## config.mk

```make
export PLATFORM = sky130hd
export DESIGN_NAME = dpr_top
export DESIGN_NICKNAME = d
export VERILOG_FILES = /design/src/hdl/dpr_pkg.sv /design/src/hdl/arith_unit.sv /design/src/hdl/divide_unit.sv /design/src/hdl/result_stage.sv /design/src/hdl/dpr_top.sv
export SDC_FILE = /design/constraint.sdc
export NUM_CORES = 1
export LEC_CHECK = 0
export ABC_CLOCK_PERIOD_IN_PS = 50400
export BUFFER_PORTS_ARGS = -buffer_cell sky130_fd_sc_hd__buf_2
export CAP_MARGIN = 20
export CORE_MARGIN = 2
export CORE_UTILIZATION = 40
export CTS_CLUSTER_SIZE = 16
export DETAILED_ROUTE_END_ITERATION = 16
export GPL_ROUTABILITY_DRIVEN = 0
export PLACE_DENSITY = 0.66
export SYNTH_ARGS = -nofsm -noshare
export SYNTH_HDL_FRONTEND = slang
export SYNTH_HIERARCHICAL = 1
export SYNTH_SLANG_ARGS = --single-unit
```

## constraint.sdc

```tcl
create_clock -name clk -period 50.4 [get_ports clk]
set_input_delay 2.52 -clock clk [delete_from_list [all_inputs] [get_ports clk]]
set_output_delay 2.52 -clock clk [all_outputs]
set_load 0.02 [all_outputs]
```

## src/hdl/dpr_pkg.sv

```systemverilog
package dpr_pkg;

  // Operand and result width shared by every block
  localparam int WORD_W = 8;

  typedef logic [WORD_W-1:0] word_t;

  // Operation select codes
  // Codes 11 to 31 are undefined and give a zero result
  typedef enum logic [4:0] {
    OP_ADD = 5'd0,
    OP_DEC = 5'd1,
    OP_DIV = 5'd2,
    OP_INC = 5'd3,
    OP_MOD = 5'd4,
    OP_MUL = 5'd5,
    OP_MUX = 5'd6,
    OP_REG = 5'd7,
    OP_SHL = 5'd8,
    OP_SHR = 5'd9,
    OP_SUB = 5'd10
  } op_code_e;

  // Operand pair fed to every unit
  typedef struct packed {
    word_t a;
    word_t b;
  } operands_t;

  // Unsigned compare of a against b, exactly one flag set
  typedef struct packed {
    logic lt;
    logic gt;
    logic eq;
  } cmp_flags_t;

  // One field per single-cycle operation
  typedef struct packed {
    word_t sum;
    word_t diff;
    word_t inc;
    word_t dec;
    word_t prod;
    word_t shl;
    word_t shr;
    word_t mux;
  } alu_results_t;

  typedef struct packed {
    word_t quot;
    word_t rem;
  } div_results_t;

endpackage

```

## src/hdl/arith_unit.sv

```systemverilog
`timescale 1ns/1ps

module arith_unit (
  input  dpr_pkg::operands_t    operands_i,
  input  logic                  mux_sel_i,
  output dpr_pkg::alu_results_t results_o,
  output dpr_pkg::cmp_flags_t   cmp_o
);

  localparam int PROD_W = 2 * dpr_pkg::WORD_W;

  dpr_pkg::word_t a;
  dpr_pkg::word_t b;

  // Subtraction with borrow out, shared by sub and the comparator
  logic [dpr_pkg::WORD_W:0] diff_ext;

  // Full product before truncation
  logic [PROD_W-1:0] prod_full;

  // Shift amount in range of the word
  logic shift_ok;

  dpr_pkg::word_t shl_res;
  dpr_pkg::word_t shr_res;

  assign a = operands_i.a;
  assign b = operands_i.b;

  // Adder and subtractor
  assign diff_ext = {1'b0, a} - {1'b0, b};

  always_comb begin
    results_o.sum  = a + b;
    results_o.diff = diff_ext[dpr_pkg::WORD_W-1:0];
  end

  // Increment and decrement wrap modulo 2^WORD_W
  always_comb begin
    results_o.inc = a + dpr_pkg::word_t'(1);
    results_o.dec = a - dpr_pkg::word_t'(1);
  end

  // Multiplier keeps only the low word
  assign prod_full = {{dpr_pkg::WORD_W{1'b0}}, a} * {{dpr_pkg::WORD_W{1'b0}}, b};

  always_comb begin
    results_o.prod = prod_full[dpr_pkg::WORD_W-1:0];
  end

  // Shifters
  // Amounts of WORD_W or more clear the word
  assign shift_ok = (b < dpr_pkg::word_t'(dpr_pkg::WORD_W));

  always_comb begin
    if (shift_ok) begin
      shl_res = a << b;
      shr_res = a >> b;
    end else begin
      shl_res = '0;
      shr_res = '0;
    end
  end

  always_comb begin
    results_o.shl = shl_res;
    results_o.shr = shr_res;
  end

  // Two-input mux
  always_comb begin
    if (mux_sel_i) begin
      results_o.mux = b;
    end else begin
      results_o.mux = a;
    end
  end

  // Comparator
  // Borrow out of the subtractor means a is below b
  always_comb begin
    cmp_o.eq = (diff_ext[dpr_pkg::WORD_W-1:0] == '0);
    cmp_o.lt = diff_ext[dpr_pkg::WORD_W];
    cmp_o.gt = !diff_ext[dpr_pkg::WORD_W] && !cmp_o.eq;
  end

endmodule

```

## src/hdl/divide_unit.sv

```systemverilog
`timescale 1ns/1ps

module divide_unit (
  input  dpr_pkg::operands_t    operands_i,
  output dpr_pkg::div_results_t results_o
);

  // Partial remainder with one guard bit for the trial subtract
  logic [dpr_pkg::WORD_W:0] rem_acc;
  logic [dpr_pkg::WORD_W:0] trial;

  dpr_pkg::word_t quot;

  // Restoring shift-subtract, one quotient bit per step from the MSB
  always_comb begin
    rem_acc = '0;
    trial   = '0;
    quot    = '0;
    for (int i = dpr_pkg::WORD_W - 1; i >= 0; i--) begin
      // Bring down the next dividend bit
      rem_acc = {rem_acc[dpr_pkg::WORD_W-1:0], operands_i.a[i]};
      trial   = rem_acc - {1'b0, operands_i.b};

      // Guard bit clear means the divisor fit
      if (!trial[dpr_pkg::WORD_W]) begin
        rem_acc = trial;
        quot[i] = 1'b1;
      end
    end
  end

  // With b of zero every trial fits, so the quotient fills with ones
  // and the remainder is left equal to a
  always_comb begin
    results_o.quot = quot;
    results_o.rem  = rem_acc[dpr_pkg::WORD_W-1:0];
  end

endmodule

```

## src/hdl/result_stage.sv

```systemverilog
`timescale 1ns/1ps

module result_stage (
  input  logic                  clk,
  input  logic                  rst_n_i,
  input  logic [4:0]            op_sel_i,
  input  logic                  decouple_i,
  input  dpr_pkg::operands_t    operands_i,
  input  dpr_pkg::alu_results_t alu_i,
  input  dpr_pkg::div_results_t div_i,
  input  dpr_pkg::cmp_flags_t   cmp_i,
  output dpr_pkg::word_t        result_o,
  output dpr_pkg::cmp_flags_t   cmp_o,
  output logic                  decouple_status_o
);

  // Operand a from the previous edge, used by OP_REG
  dpr_pkg::word_t reg_q;

  dpr_pkg::word_t result_next;
  dpr_pkg::word_t result_q;
  dpr_pkg::cmp_flags_t cmp_q;
  logic decouple_q;

  // Operation select
  always_comb begin
    case (op_sel_i)
      dpr_pkg::OP_ADD: result_next = alu_i.sum;
      dpr_pkg::OP_DEC: result_next = alu_i.dec;
      dpr_pkg::OP_DIV: result_next = div_i.quot;
      dpr_pkg::OP_INC: result_next = alu_i.inc;
      dpr_pkg::OP_MOD: result_next = div_i.rem;
      dpr_pkg::OP_MUL: result_next = alu_i.prod;
      dpr_pkg::OP_MUX: result_next = alu_i.mux;
      dpr_pkg::OP_REG: result_next = reg_q;
      dpr_pkg::OP_SHL: result_next = alu_i.shl;
      dpr_pkg::OP_SHR: result_next = alu_i.shr;
      dpr_pkg::OP_SUB: result_next = alu_i.diff;
      default:         result_next = '0;
    endcase
  end

  // REG operand store keeps sampling while decoupled
  always_ff @(posedge clk) begin
    if (!rst_n_i) begin
      reg_q <= '0;
    end else begin
      reg_q <= operands_i.a;
    end
  end

  // Output registers freeze while decoupled
  always_ff @(posedge clk) begin
    if (!rst_n_i) begin
      result_q <= '0;
      cmp_q    <= '0;
    end else if (!decouple_i) begin
      result_q <= result_next;
      cmp_q    <= cmp_i;
    end
  end

  // Decouple status follows the request one cycle later
  always_ff @(posedge clk) begin
    if (!rst_n_i) begin
      decouple_q <= 1'b0;
    end else begin
      decouple_q <= decouple_i;
    end
  end

  assign result_o          = result_q;
  assign cmp_o             = cmp_q;
  assign decouple_status_o = decouple_q;

endmodule

```

## src/hdl/dpr_top.sv

```systemverilog
`timescale 1ns/1ps

module dpr_top (
  input  logic                clk,
  input  logic                rst_n_i,
  input  dpr_pkg::word_t      a_i,
  input  dpr_pkg::word_t      b_i,
  input  logic [4:0]          op_sel_i,
  input  logic                mux_sel_i,
  input  logic                decouple_i,
  output dpr_pkg::word_t      result_o,
  output dpr_pkg::cmp_flags_t cmp_o,
  output logic                decouple_status_o
);

  dpr_pkg::operands_t    operands;
  dpr_pkg::alu_results_t alu_res;
  dpr_pkg::div_results_t div_res;
  dpr_pkg::cmp_flags_t   cmp_flags;

  // Operand pair shared by all units
  assign operands = '{a: a_i, b: b_i};

  // Single-cycle operations and comparator
  arith_unit u_arith (
    .operands_i (operands),
    .mux_sel_i  (mux_sel_i),
    .results_o  (alu_res),
    .cmp_o      (cmp_flags)
  );

  // Quotient and remainder from one divider
  divide_unit u_divide (
    .operands_i (operands),
    .results_o  (div_res)
  );

  // Select, register and decouple hold
  result_stage u_result (
    .clk               (clk),
    .rst_n_i           (rst_n_i),
    .op_sel_i          (op_sel_i),
    .decouple_i        (decouple_i),
    .operands_i        (operands),
    .alu_i             (alu_res),
    .div_i             (div_res),
    .cmp_i             (cmp_flags),
    .result_o          (result_o),
    .cmp_o             (cmp_o),
    .decouple_status_o (decouple_status_o)
  );

endmodule

```

==> reports/summary.txt <==
Post-synth cell types: 94
Sequential cell area fraction in the yosys report: 0.05248
Post-Syn Area per Cell: 7.218 µm²
Final Instance Area: 0.007985 mm²
Core Rows: 50
Mux contribution to synthesized area: 0.06346
Post-synthesis xor/xnor area fraction: 0.09544
Clock slew at reported path FFs: 60 ps
# hold bufs at CTS: 0
Cell Count Post-Placement: 1280
Slowest stage delay, CP: 790 ps
Clock root cell: clkbuf_16
Routed Antenna Nets: 0
Worst Tran Pin Value: 1030 ps
CP required: 50510 ps
Die Wd: 142.1 µm
Min-Delay Path Class: flop to flop
Layout Cells excl Fill: 1285
Core Area: 0.01871 mm²
Netlist Area Pre-Place: 0.007630 mm²
Vias in the first global route: 7396
Max clock buf depth: 2
Final setup fails: 0
Fillcell total: 1912
Total gr overflow: 0
CTS tree: yes
Crit-path slowest cell: nor4_4
First-pass GRT wire length: 37320 µm
CTS buffer count: 3
Postcts setup bufs: 0
Largest net degree at the start of global routing: 35
Layout cell share with drive strength beyond 1: 0.09134
Slew margin rel.: 0.3083
Yosys warnings: 6
EDFF count, synth: 0
Wire per inst: 17.84 µm
PortBufs: 36
Outcome: completed
# clock sinks: 20
Max Cap Viol: 0
Post-cts sizing count: 0
Final period utilization: 0.4414
WS Path Type: primary input to flop
Via count: 7817
Slew Limit Fails: 0
Nets@finish: 1189
H-tree depth: 1
Synth Instances: 1057
Post-Place Cell Area: 0.007873 mm²
N_diodes: 0
Initial Utilization: 0.4079
CP Data Arrival Time: 22350 ps
Routed wire length: 22920 µm
Vias per cell: 6.083
Share of the synthesized area in the top cell type: 0.1492
Clk Latency, worst-skew pair: 250 ps
Setup_tns: 0 ps
Core Util, Final: 0.4269
DPL Wire Length: 17710 µm
Top cell by count, worst path: a21oi_1
1st-pass router iterations: 5
Initial antenna violation count: 0
Number of synthesized register bits: 20
Die ar.: 0.02020 mm²
Simple-gate area share of the yosys netlist: 0.2693
CP Launch Type: primary input
Main combinational cell family by area after synthesis: simple AND/OR/NAND/NOR gates
Leading area contributor after synthesis: ha_1
Skew final: 1.606 ps
Final hold violation count: 0
First DRT Iteration DRCs: 829
Setup crit end kind: flop
Ports: 37
Crit path max fanout: 34
Post-synthesis adder-cell area fraction: 0.2043
Number of remaining DRC errors: 0
Top cells by area, synth: ha_1 15%, xnor2_1 6.4%, fa_1 5.5%, dfxtp_1 5.2%, nand2_1 4.6%
Gr usage total: 0.2247
Die height: 142.1 µm
Layout area overhead: 4.657%
F_max: 0.04496 GHz
Post-synth ARST share: 0
Post-synthesis compound-gate area fraction: 0.2348
Final min period: 22240 ps
RSZ-0062 raised after global routing: no
Ys flop type: dfxtp_1
-- critical path: cells and delay by family --
| kind | cells | cell delay, ps |
|---|---|---|
| simple gates | 22 | 4390 |
| fa+ha+maj | 8 | 3280 |
| buf+inv | 7 | 1310 |
| xor+xnor | 4 | 1890 |
| mux | 1 | 150 |
| compound gates | 45 | 8730 |
-- layer usage --
metal,global-route usage,up-vias,share of wire
li1,-,3757,-
met1,0.3145,3650,0.45
met2,0.3666,356,0.44
met3,0.01649,54,0.072
met4,0.07263,0,0.032
met5,0,-,0
-- path summary, 6_finish.rpt --
kind / start / endpoint / slack, ps / cells after the start
worst max-delay path: b_i[1] / u_result/result_o[7]$_SDFFE_PN0N_ / 28160 / 87
worst min-delay path: u_result/result_o[7]$_SDFFE_PN0N_ / u_result/result_o[7]$_SDFFE_PN0N_ / 480 / 2
worst max register to register: u_result/result_o[2]$_SDFFE_PN0N_ / u_result/result_o[2]$_SDFFE_PN0N_ / 48670 / 4
worst min register to register: u_result/result_o[7]$_SDFFE_PN0N_ / u_result/result_o[7]$_SDFFE_PN0N_ / 480 / 2
-- final cells by class --
class / instances / area (µm²) / share of cell area
timing repair buffer: 39 / 202.7 / 0.02538
tap: 234 / 292.8 / 0.03667
clock buffer: 3 / 75.07 / 0.009401
inverter: 94 / 355.3 / 0.04450
clock inverter: 1 / 30.03 / 0.003761
multi-input combinational: 894 / 6629 / 0.8301
sequential: 20 / 400.4 / 0.05014
-- Yosys cell counts, drive strengths merged (4+ instances only) --
| master | count |
|---|---|
| inv | 93 |
| nand2 | 93 |
| ha | 91 |
| a21oi | 70 |
| nor2 | 67 |
| xnor2 | 57 |
| o21ai | 53 |
| nor3 | 45 |
| nand3 | 38 |
| a21o | 29 |
| clkbuf | 26 |
| and3 | 25 |
| buf | 25 |
| mux2i | 25 |
| nand2b | 25 |
| nor2b | 24 |
| xor2 | 24 |
| fa | 21 |
| and2 | 20 |
| dfxtp | 20 |
| mux2 | 19 |
| a211oi | 13 |
| a31oi | 11 |
| nor3b | 10 |
| o21a | 9 |
| o211ai | 8 |
| nand4 | 7 |
| or2 | 7 |
| a22oi | 5 |
| nor4 | 5 |
| o2111ai | 5 |
| o21bai | 5 |
| o31ai | 5 |
| a2111oi | 4 |
| a21boi | 4 |
| a221oi | 4 |
| a311oi | 4 |
| o22a | 4 |
| or3 | 4 |
| or4 | 4 |
-- cell usage in the layout (no fill, tap or decap), types with 8 or more instances in the layout --
master	Yosys	layout
nor2b_1	24	24
o211ai_1	8	8
a21o_1	29	29
a21oi_1	68	68
a31oi_1	11	11
nand2b_1	25	25
nor3b_1	10	10
a211oi_1	11	11
nand3_1	37	37
fa_1	21	21
and3_1	24	24
ha_1	91	91
xnor2_1	56	56
xor2_1	24	24
o21ai_0	44	44
o21ai_1	8	8
nand2_1	93	93
nor3_1	43	43
dfxtp_1	20	20
mux2i_1	24	24
mux2_2	15	15
o21a_1	9	9
and2_1	20	20
nor2_1	65	65
buf_2	13	36
inv_1	88	88
-- state kept, by name (all words and copies together), names as in the netlist --
name                        cells
u_result/cmp_o                  3
u_result/decouple_status_o      1
u_result/reg_q                  8
u_result/result_o               8
-- cells by family after synthesis --
| kind of cell | count (synthesis) |
|---|---|
| compound gates | 266 |
| simple gates | 388 |
| buf+inv | 145 |
| flops | 20 |
| mux | 44 |
| other cells | 1 |
| xor+xnor | 81 |
| fa+ha+maj | 112 |
-- stage by stage --
| step | setup slack [ps] | hold slack (ps) |
|---|---|---|
| floorplan | 31660 | 531.3 |
| global placement | 28320 | 458.9 |
| detailed placement | 27800 | 471.4 |
| CTS | 28030 | 485.3 |
| global route | 25880 | 524.8 |
| finish | 28160 | 477.8 |
Power is left out: the tool's default activity adds up to more than one toggle a clock period on the data nets, which glitch-free logic cannot reach.
